===== src/rtl/sfr_pkg.sv =====
/* register map for the tick timer sfr block
   offsets, action key, reset values, read masks and the access kind */
package sfr_pkg;

    // kind of the current apb cycle, as seen by the register bank
    typedef enum logic [1:0] {
        ACC_IDLE  = 2'b00, // no access, or a write blocked by the lock
        ACC_READ  = 2'b01,
        ACC_WRITE = 2'b10
    } sfr_access_e;

    localparam int NREG = 5; // registers behind the decoder

    // bit position of each register in the one-hot select
    localparam int IDX_CTRL   = 0;
    localparam int IDX_RELOAD = 1;
    localparam int IDX_COUNT  = 2;
    localparam int IDX_FLAG   = 3;
    localparam int IDX_ACTION = 4;

    // byte offsets from the block base
    localparam logic [11:0] OFS_CTRL   = 12'h000; // control
    localparam logic [11:0] OFS_RELOAD = 12'h004; // reload value
    localparam logic [11:0] OFS_COUNT  = 12'h008; // live count, read only
    localparam logic [11:0] OFS_FLAG   = 12'h00C; // sticky flags, write 1 to clear
    localparam logic [11:0] OFS_ACTION = 12'h010; // action, write only

    // control register fields
    localparam int CTRL_EN_BIT  = 0; // timer enable
    localparam int CTRL_IRQ_BIT = 1; // interrupt enable

    // flag register fields
    localparam int FLAG_OVF_BIT = 0; // counter wrapped

    // writing this value to the action register restarts the counter
    localparam logic [31:0] ACTION_KEY = 32'h0000_005A;

    // reset values
    localparam logic [31:0] CTRL_IV   = 32'h0000_0000;
    localparam logic [31:0] RELOAD_IV = 32'h0000_FFFF;

    // read masks, undefined bits read as zero
    localparam logic [31:0] CTRL_RMASK = 32'h0000_0003;

endpackage


===== src/rtl/apb_access.sv =====
/* apb phase decode for the sfr block
   access kind per cycle and one-hot register select, lock drops writes */
`timescale 1ns/1ns

module apb_access #(
    parameter int AW   = 12, // apb address width
    parameter int BASE = 0   // byte address of the register block
) (
    input  logic                     psel,
    input  logic                     penable,
    input  logic                     pwrite,
    input  logic [AW-1:0]            paddr,
    input  logic                     sfr_lock,
    output sfr_pkg::sfr_access_e     acc_kind,
    output logic [sfr_pkg::NREG-1:0] reg_sel
);

    // absolute register addresses, truncated to the bus width
    localparam logic [AW-1:0] ADDR_CTRL   = AW'(BASE + sfr_pkg::OFS_CTRL);
    localparam logic [AW-1:0] ADDR_RELOAD = AW'(BASE + sfr_pkg::OFS_RELOAD);
    localparam logic [AW-1:0] ADDR_COUNT  = AW'(BASE + sfr_pkg::OFS_COUNT);
    localparam logic [AW-1:0] ADDR_FLAG   = AW'(BASE + sfr_pkg::OFS_FLAG);
    localparam logic [AW-1:0] ADDR_ACTION = AW'(BASE + sfr_pkg::OFS_ACTION);

    logic access_phase; // psel and penable both high

    assign access_phase = psel & penable;

    // setup phase and idle bus both map to ACC_IDLE
    always_comb begin
        acc_kind = sfr_pkg::ACC_IDLE;
        if (access_phase) begin
            if (!pwrite) begin
                acc_kind = sfr_pkg::ACC_READ;  // reads pass even when locked
            end else if (!sfr_lock) begin
                acc_kind = sfr_pkg::ACC_WRITE;
            end
        end
    end

    // address compare, one bit per register
    always_comb begin
        reg_sel[sfr_pkg::IDX_CTRL]   = (paddr == ADDR_CTRL);
        reg_sel[sfr_pkg::IDX_RELOAD] = (paddr == ADDR_RELOAD);
        reg_sel[sfr_pkg::IDX_COUNT]  = (paddr == ADDR_COUNT);
        reg_sel[sfr_pkg::IDX_FLAG]   = (paddr == ADDR_FLAG);
        reg_sel[sfr_pkg::IDX_ACTION] = (paddr == ADDR_ACTION); // unmapped -> all zero
    end

    // a narrow AW or odd BASE could alias two package offsets onto one address
    always_comb begin
        assert ($onehot0(reg_sel))
            else $error("apb_access: register addresses overlap at 0x%0h", paddr);
    end

endmodule


===== src/rtl/sfr_bank.sv =====
/* register bank of the tick timer
   control, reload, count status, sticky overflow flag and action key
   read path is a masked or-merge of the selected register */
`timescale 1ns/1ns

module sfr_bank #(
    parameter int DW = 32, // apb data width
    parameter int CW = 16  // counter width, not above DW
) (
    input  logic                     pclk,
    input  logic                     reset,
    input  sfr_pkg::sfr_access_e     acc_kind,
    input  logic [sfr_pkg::NREG-1:0] reg_sel,
    input  logic [DW-1:0]            pwdata,
    input  logic [CW-1:0]            count,
    input  logic                     ovf_event,
    output logic [DW-1:0]            prdata,
    output logic                     pready,
    output logic                     pslverr,
    output logic                     ctrl_en,
    output logic                     irq_en,
    output logic [CW-1:0]            reload,
    output logic                     restart,
    output logic                     flag_ovf
);

    logic [DW-1:0]            ctrl_q;    // whole word kept, read mask hides spare bits
    logic [CW-1:0]            reload_q;
    logic                     flag_q;    // sticky overflow
    logic                     restart_q; // one-cycle action pulse
    logic [sfr_pkg::NREG-1:0] wr_sel;    // per-register write strobe
    logic                     flag_clr;  // write 1 to clear
    logic                     key_hit;   // action data matches the key
    logic [DW-1:0]            rd_val  [sfr_pkg::NREG];
    logic [DW-1:0]            rd_mask [sfr_pkg::NREG];

    // zero wait states and no error response
    assign pready  = 1'b1;
    assign pslverr = 1'b0;

    assign wr_sel   = (acc_kind == sfr_pkg::ACC_WRITE) ? reg_sel : '0;
    assign flag_clr = wr_sel[sfr_pkg::IDX_FLAG] & pwdata[sfr_pkg::FLAG_OVF_BIT];
    assign key_hit  = (pwdata == DW'(sfr_pkg::ACTION_KEY));

    always_ff @(posedge pclk) begin
        if (reset) begin
            ctrl_q    <= DW'(sfr_pkg::CTRL_IV);
            reload_q  <= CW'(sfr_pkg::RELOAD_IV);
            flag_q    <= 1'b0;
            restart_q <= 1'b0;
        end else begin
            if (wr_sel[sfr_pkg::IDX_CTRL]) begin
                ctrl_q <= pwdata;
            end
            if (wr_sel[sfr_pkg::IDX_RELOAD]) begin
                reload_q <= pwdata[CW-1:0]; // upper bits dropped
            end
            // a new event in the same cycle as a clear keeps the flag set
            flag_q    <= (flag_q & ~flag_clr) | ovf_event;
            restart_q <= wr_sel[sfr_pkg::IDX_ACTION] & key_hit; // other values ignored
        end
    end

    // fields out to the timer core
    assign ctrl_en  = ctrl_q[sfr_pkg::CTRL_EN_BIT];
    assign irq_en   = ctrl_q[sfr_pkg::CTRL_IRQ_BIT];
    assign reload   = reload_q;
    assign restart  = restart_q;
    assign flag_ovf = flag_q;

    // raw read value of each register
    always_comb begin
        rd_val[sfr_pkg::IDX_CTRL]   = ctrl_q;
        rd_val[sfr_pkg::IDX_RELOAD] = DW'(reload_q);
        rd_val[sfr_pkg::IDX_COUNT]  = DW'(count);       // status, straight from the core
        rd_val[sfr_pkg::IDX_FLAG]   = DW'(flag_q) << sfr_pkg::FLAG_OVF_BIT;
        rd_val[sfr_pkg::IDX_ACTION] = '0;               // write only
    end

    // read masks
    always_comb begin
        rd_mask[sfr_pkg::IDX_CTRL]   = DW'(sfr_pkg::CTRL_RMASK);
        rd_mask[sfr_pkg::IDX_RELOAD] = '1;
        rd_mask[sfr_pkg::IDX_COUNT]  = '1;
        rd_mask[sfr_pkg::IDX_FLAG]   = '1;
        rd_mask[sfr_pkg::IDX_ACTION] = '1;
    end

    // or-merge, only the selected register contributes during a read
    always_comb begin
        prdata = '0;
        for (int i = 0; i < sfr_pkg::NREG; i++) begin
            if (acc_kind == sfr_pkg::ACC_READ && reg_sel[i]) begin
                prdata = prdata | (rd_val[i] & rd_mask[i]);
            end
        end
    end

    // apb always puts a setup cycle between two writes, so the key pulse cannot stretch
    a_restart_pulse : assert property (
        @(posedge pclk) disable iff (reset)
        restart |=> !restart
    ) else $error("sfr_bank: restart held for more than one cycle");

endmodule


===== src/rtl/tick_timer.sv =====
/* reloadable tick counter
   wraps from reload to zero with a one-cycle event, registered interrupt */
`timescale 1ns/1ns

module tick_timer #(
    parameter int CW = 16 // counter width
) (
    input  logic          pclk,
    input  logic          reset,
    input  logic          ctrl_en,
    input  logic          irq_en,
    input  logic [CW-1:0] reload,
    input  logic          restart,
    input  logic          flag_ovf,
    output logic [CW-1:0] count,
    output logic          ovf_event,
    output logic          tick_event,
    output logic          irq
);

    logic [CW-1:0] count_q;
    logic          wrap;  // last cycle of a period
    logic          irq_q;

    // >= also catches a count left above a freshly lowered reload
    // restart takes priority, so no event when both land together
    assign wrap = ctrl_en & ~restart & (count_q >= reload);

    always_ff @(posedge pclk) begin
        if (reset) begin
            count_q <= '0;
        end else if (restart) begin
            count_q <= '0;                  // action key, even while disabled
        end else if (ctrl_en) begin
            if (wrap) begin
                count_q <= '0;              // period is reload+1 cycles
            end else begin
                count_q <= count_q + 1'b1;
            end
        end
    end

    // interrupt follows the sticky flag one cycle later
    always_ff @(posedge pclk) begin
        if (reset) begin
            irq_q <= 1'b0;
        end else begin
            irq_q <= flag_ovf & irq_en;
        end
    end

    assign count      = count_q;
    assign ovf_event  = wrap;   // to the flag register
    assign tick_event = wrap;   // to the pin
    assign irq        = irq_q;

    // once running for a cycle with a steady reload, the count stays in range
    a_count_range : assert property (
        @(posedge pclk) disable iff (reset)
        ctrl_en && $past(ctrl_en) && $stable(reload) |-> count_q <= reload
    ) else $error("tick_timer: count 0x%0h above reload 0x%0h", count_q, reload);

endmodule


===== src/rtl/timer_sfr_top.sv =====
/* apb tick timer top level
   apb decode -> register bank -> timer core */
`timescale 1ns/1ns

module timer_sfr_top #(
    parameter int AW   = 12, // apb address width
    parameter int DW   = 32, // apb data width
    parameter int BASE = 0,  // block base address
    parameter int CW   = 16  // counter width
) (
    input  logic          pclk,
    input  logic          reset,
    // apb slave
    input  logic          psel,
    input  logic          penable,
    input  logic          pwrite,
    input  logic [AW-1:0] paddr,
    input  logic [DW-1:0] pwdata,
    output logic [DW-1:0] prdata,
    output logic          pready,
    output logic          pslverr,
    input  logic          sfr_lock,   // blocks every write
    output logic          tick_event, // one cycle per period
    output logic          irq
);

    sfr_pkg::sfr_access_e     acc_kind;
    logic [sfr_pkg::NREG-1:0] reg_sel;
    logic                     ctrl_en;
    logic                     irq_en;
    logic [CW-1:0]            reload;
    logic                     restart;
    logic                     flag_ovf;
    logic [CW-1:0]            count;
    logic                     ovf_event;

    apb_access #(.AW(AW), .BASE(BASE)) u_access (
        .psel     (psel),
        .penable  (penable),
        .pwrite   (pwrite),
        .paddr    (paddr),
        .sfr_lock (sfr_lock),
        .acc_kind (acc_kind),
        .reg_sel  (reg_sel)
    );

    sfr_bank #(.DW(DW), .CW(CW)) u_bank (
        .pclk      (pclk),
        .reset     (reset),
        .acc_kind  (acc_kind),
        .reg_sel   (reg_sel),
        .pwdata    (pwdata),
        .count     (count),
        .ovf_event (ovf_event),
        .prdata    (prdata),
        .pready    (pready),
        .pslverr   (pslverr),
        .ctrl_en   (ctrl_en),
        .irq_en    (irq_en),
        .reload    (reload),
        .restart   (restart),
        .flag_ovf  (flag_ovf)
    );

    tick_timer #(.CW(CW)) u_timer (
        .pclk       (pclk),
        .reset      (reset),
        .ctrl_en    (ctrl_en),
        .irq_en     (irq_en),
        .reload     (reload),
        .restart    (restart),
        .flag_ovf   (flag_ovf),
        .count      (count),
        .ovf_event  (ovf_event),
        .tick_event (tick_event),
        .irq        (irq)
    );

endmodule


===== config.mk =====
export PLATFORM = sky130hd
export DESIGN_NAME = timer_sfr_top
export DESIGN_NICKNAME = d
export VERILOG_FILES = /design/src/rtl/sfr_pkg.sv /design/src/rtl/apb_access.sv /design/src/rtl/sfr_bank.sv /design/src/rtl/tick_timer.sv /design/src/rtl/timer_sfr_top.sv
export SDC_FILE = /design/constraint.sdc
export NUM_CORES = 1
export LEC_CHECK = 0
export BUFFER_PORTS_ARGS = -buffer_cell sky130_fd_sc_hd__buf_4
export CAP_MARGIN = 10
export CORE_MARGIN = 2
export CORE_UTILIZATION = 56
export CTS_BUF_LIST = sky130_fd_sc_hd__clkbuf_8
export DETAILED_ROUTE_END_ITERATION = 6
export PLACE_DENSITY_LB_ADDON = 0.2
export SETUP_SLACK_MARGIN = 0.02
export SYNTH_ARGS = -nofsm -noshare
export SYNTH_HDL_FRONTEND = slang
export SYNTH_SLANG_ARGS = --single-unit

===== constraint.sdc =====
create_clock -name pclk -period 4.8 [get_ports pclk]
set_input_delay 0.48 -clock pclk [delete_from_list [all_inputs] [get_ports pclk]]
set_output_delay 0.48 -clock pclk [all_outputs]
set_load 0.1 [all_outputs]

* After elaboration in Yosys (flattened, before gate mapping) *
Cells that the tools add are included.

cells by class
  $add $sub $neg = 1
  order comparisons = 1
  equality and inequality tests = 7
  multiplexer cells = 9
  bitwise logic cells = 13
  reduce and logical (&&, ||, !) cells = 6

operator list
  operator               number
  $mux 32                3
  $eq 32x7->1 const B    1
  $or 32x1->32           1
  $or 32x16->32          1
  $eq 12x4->1 const B    2
  $add 16x1->16 const B  1
  $ge 16x16->1           1
  $mux 16                1
  $or 2x16->16           1
  $eq 12x3->1 const B    1
  $eq 12x5->1 const B    1
  $logic_not 12->1       1
  $mux 2                 4
  $and 1x1->1            7
  $mux 5                 1
  $logic_and 1x1->1      4
  $eq 2x1->1 const B     1
  $eq 2x2->1 const B     1
  $not 1->1              2
  $reduce_or 2->1        1
  $or 1x1->1             1

storage, ports and cells
  bits in registers = 37
  output and inout bits = 36

* Depth between registers and ports, before layout *
  word-level depth = 12
  depth in mapped cells = 8
  mapped depth without buffers = 7

* Modules after synthesis *
Synthesis repeated with hierarchy kept, for this count alone.

second synthesis, totals
  cell total of the unflattened synthesis = 308
  area total of the unflattened synthesis = 2531.2 um^2

modules (own cells, without submodules)
  module      instances  cells each  area an instance (um^2)  seq. area each (um^2)
  tick_timer  1          150         1236.2                   340.3
  sfr_bank    1          143         1188.6                   400.4
  apb_access  1          15          106.4                    0.0

* Worst setup path after synthesis *
No wires, ideal clock.

  path kind = input -> output
  start = input paddr[7]
  end = output prdata[0]
  arrival = 2.814 ns
  required time = 4.320 ns
  path slack = 1.506 ns
  stages = 4
  path buffers = 0
  cell sequence = nor4_2 -> nand3_2 -> or4_4 -> nor2b_1

on the way
  word-level cells in the longest chain between the ends = 9

ends and longest elaborated chain
  what               line                 RTL
  from (decl)        timer_sfr_top.sv:17  input logic [AW-1:0] paddr,
  $logic_not 12->1   apb_access.sv:43     reg_sel[sfr_pkg::IDX_CTRL] = (paddr == ADDR_CTRL);
  $logic_and 1x1->1  sfr_bank.sv:93       if (acc_kind == sfr_pkg::ACC_READ && reg_sel[i]) begin
  $mux 2             sfr_bank.sv:93
  $or 2x16->16       sfr_bank.sv:94       prdata = prdata | (rd_val[i] & rd_mask[i]);
  $mux 32            sfr_bank.sv:93
  $or 32x16->32      sfr_bank.sv:94
  $mux 32            sfr_bank.sv:93
  $or 32x1->32       sfr_bank.sv:94
  $mux 32 *          sfr_bank.sv:93
  to (decl)          timer_sfr_top.sv:19  output logic [DW-1:0] prdata,

Mark *: on every way between the ends. The rest lies on a longest branch, timed or not.

* Final worst setup path *
  start = input paddr[7]
  end = output prdata[4]

on the way
  word-level cells in the longest chain between the ends = 7

ends and longest elaborated chain
  what               line              RTL
  $eq 12x3->1        apb_access.sv:44  reg_sel[sfr_pkg::IDX_RELOAD] = (paddr == ADDR_RELOAD);
  $logic_and 1x1->1  sfr_bank.sv:93
  $mux 32            sfr_bank.sv:93
  $or 32x16->32      sfr_bank.sv:94
  $mux 32            sfr_bank.sv:93
  $or 32x1->32       sfr_bank.sv:94
  $mux 32 *          sfr_bank.sv:93

Marked as above.

==> flow_metrics.env <==
export IMPL_seq_power_share_pct=49.3
export IMPL_critPathRequiredTime_ns=4.32
export IMPL_post_place_ws_ns=1.55
export IMPL_vias=2262
export IMPL_cellLeakagePower_uw=0.00136
export IMPL_grt_start_max_net_pins=33
export IMPL_arrival_ns=2.76
export IMPL_drt_iter0_drc=175
export IMPL_rows=23
export IMPL_finalCritPeriodShare_pct=67.4
export IMPL_yosysMostFrequentCell="dfxtp_1"
export IMPL_setup_viol=0
export IMPL_hold_class="input pin to flip-flop"
export IMPL_setup_slack_ns=1.56
export IMPL_cts_sinks=37
export IMPL_cp_max_fo=14
export IMPL_cts_buffers=5
export IMPL_syn_area_mm2=0.00243
export IMPL_finalHoldWorstSlack_ns=0.395
export IMPL_setup_tns_ns=0
export IMPL_ys_ff_latch=37
export IMPL_slowest_delay_ns=0.57
export IMPL_power_internal_uw=435
export IMPL_cp_slowest_cell="or4_4"
export IMPL_fmax_mhz=309
export IMPL_antenna_left=0
export IMPL_cts_tree="done"
export IMPL_irDropWorstVdd_mv=0.160
export IMPL_core_area_mm2=0.00409
export IMPL_drive_above_1_share_pct=24.6
export IMPL_finalCriticalPeriod_ns=3.24
export IMPL_crit_chain="buf_4 -> nor4_2 -> nand3_2 -> or4_4 -> nor3b_4 -> a22o_1 -> buf_4"
export IMPL_synthTopCellsByCount="dfxtp_1, nor2_1, inv_1, buf_4, ha_1"
export IMPL_rsz0062_at_grt="no"
export IMPL_first_pass_iters=4
export IMPL_holdBufCountCts=0
export IMPL_worstMarginPinSlew_ns=0.808
export IMPL_fp_dieH_um=69.9
export IMPL_relSlewSlack_pct=46.1
export IMPL_crit_type="input pin to primary output"
export IMPL_place_congestion=0.816
export IMPL_htreeDepth=2
export IMPL_wl_mm=6.21
export IMPL_finalHoldViolations=0
export IMPL_grt_pass1_wl_mm=10.2
export IMPL_wl_per_cell_um=15.9
export IMPL_io_buffer_count=67
export IMPL_netlist_area_leader_share_pct=30.4
export IMPL_grt_pass1_vias=2141
export IMPL_via_per_inst=5.79
export IMPL_drc=0
export IMPL_area_growth_pct=21.7
export IMPL_dieArea_mm2=0.00489
export IMPL_power_density_mw_per_mm2=212
export IMPL_cts_root_buf="clkbuf_8"
export IMPL_syn_inst=281
export IMPL_path_clk_slew_ns=0.07
export IMPL_cts_setup_buffers=0
export IMPL_dp_hpwl_mm=4.68
export IMPL_p_clk_share_pct=32.7
export IMPL_synthTopCellsByArea="dfxtp_1, ha_1, a211o_1"
export IMPL_cts_path_max_buffers=2
export IMPL_endpoint_kind="primary output"
export IMPL_yosysWarnings=0
export IMPL_die_w_um=69.9
export IMPL_syn_avg_cell_area_um2=8.66
export IMPL_grt_usage_pct=26.1
export IMPL_diodes=0
export IMPL_fin_area_mm2=0.00296
export IMPL_p_comb_share_pct=18.0
export IMPL_switchingPower_uw=192
export IMPL_clk_latency_ns=0.29
export IMPL_async_flop_share_pct=0
export IMPL_synth_edf_count=0
export IMPL_nets=407
export IMPL_cap_violations=0
export IMPL_skew_ns=0.00503
export IMPL_swShare_pct=30.6
export IMPL_place_area_mm2=0.00288
export IMPL_ys_flop_type="dfxtp_1"
export IMPL_antenna_found_initial=0
export IMPL_yosysUniqueCellTypes=48
export IMPL_io_pins=86
export IMPL_ys_seq_area_share_pct=30.4
export IMPL_grt_ovfl_total=0
export IMPL_status="completed"
export IMPL_start_util_pct=59.6
export IMPL_ctsResizeCount=0
export IMPL_maxSlewViolCount=0
export IMPL_cpMostUsedCell="buf_4"
export IMPL_start_kind="input pin"
export IMPL_synth_area_leader_cell="dfxtp_1"
==> critical path, delay by kind of cell <==
family / cells / cell delay, ns
and+or+nand+nor: 4 / 1.62
buffers and inverters: 2 / 0.40
AOI/OAI and AO/OA: 1 / 0.24
==> metrics by stage <==
stage	std cells	total power, uW	util [%]
after floorplan	297	403	-
after global placement	383	428	70.5
after detailed placement	383	429	70.5
after CTS	391	628	72.5
after global routing	391	645	72.5
final	391	628	72.5
==> flip-flops by register name, summed over array words and instances, names as in the netlist <==
name	cells
u_bank.reload	16
u_timer.count	16
u_bank.ctrl_q	2
u_bank.flag_ovf	1
u_bank.restart	1
u_timer.irq	1
==> worst paths after layout <==
check | startpoint | to | slack, ns | cells past startpoint
hold reg to reg | u_bank.flag_ovf | u_timer.irq | 0.52 | 1
hold / removal | pwdata[2] | u_bank.reload[2] | 0.40 | 2
setup reg to reg | u_timer.count[13] | u_timer.count[12] | 2.38 | 7
setup / recovery | paddr[7] | prdata[4] | 1.56 | 7
==> layout by cell type, fill, tap and decap left out, types with 3 or more instances in the layout <==
cell | netlist | layout
ha_1 | 17 | 17
nand3_1 | 4 | 4
a211oi_1 | 14 | 14
clkbuf_8 | 0 | 5
mux2i_1 | 3 | 3
o2111ai_1 | 4 | 4
a22o_1 | 14 | 14
xor2_1 | 5 | 5
dfxtp_1 | 37 | 37
nand2_1 | 10 | 10
xnor2_1 | 8 | 8
buf_4 | 18 | 69
nand2b_1 | 4 | 4
nor2b_1 | 3 | 3
a211o_1 | 16 | 16
nor2_1 | 29 | 29
nand4_1 | 5 | 5
o21ai_0 | 3 | 3
a21oi_1 | 5 | 5
nor4_1 | 9 | 9
inv_1 | 20 | 23
conb_1 | 2 | 18
nor3_1 | 6 | 6
==> power by group through the flow <==
stage	registers (uW)	logic (uW)	clock network, uW
global route	310	118	218
detailed placement	317	113	0
finish	310	113	205
CTS	310	113	205
global placement	317	112	0
floorplan	316	87.0	0
==> logic make-up after synthesis <==
| logic type | count (synthesis) | share of synthesized area, % |
|---|---|---|
| xor+xnor | 13 | 4.68 |
| buf+inv | 53 | 11.4 |
| fa+ha+maj | 17 | 8.74 |
| mux | 4 | 2.16 |
| compound gates | 65 | 20.9 |
| flops | 37 | 30.4 |
| other cells | 2 | 0.308 |
| simple gates | 90 | 21.5 |
==> area by class of cell <==
cell class                      instances  area [um^2]
Tap cell                               50         62.6
Clock inverter                          3         11.3
Fill cell                             340         1120
Multi-Input combinational cell        207         1490
Inverter                               20         75.1
Sequential cell                        37          741
Timing Repair Buffer                   69          518
Clock buffer                            5         68.8
==> layer usage <==
layer | global-route usage, % | vias up | wire length (um)
li1 | - | 1111 | -
met1 | 32.3 | 1041 | 2640
met2 | 44.3 | 99 | 2940
met3 | 5.34 | 11 | 492
met4 | 10.5 | 0 | 136
met5 | 0 | - | 0
Power figures use the tool's default switching activity.
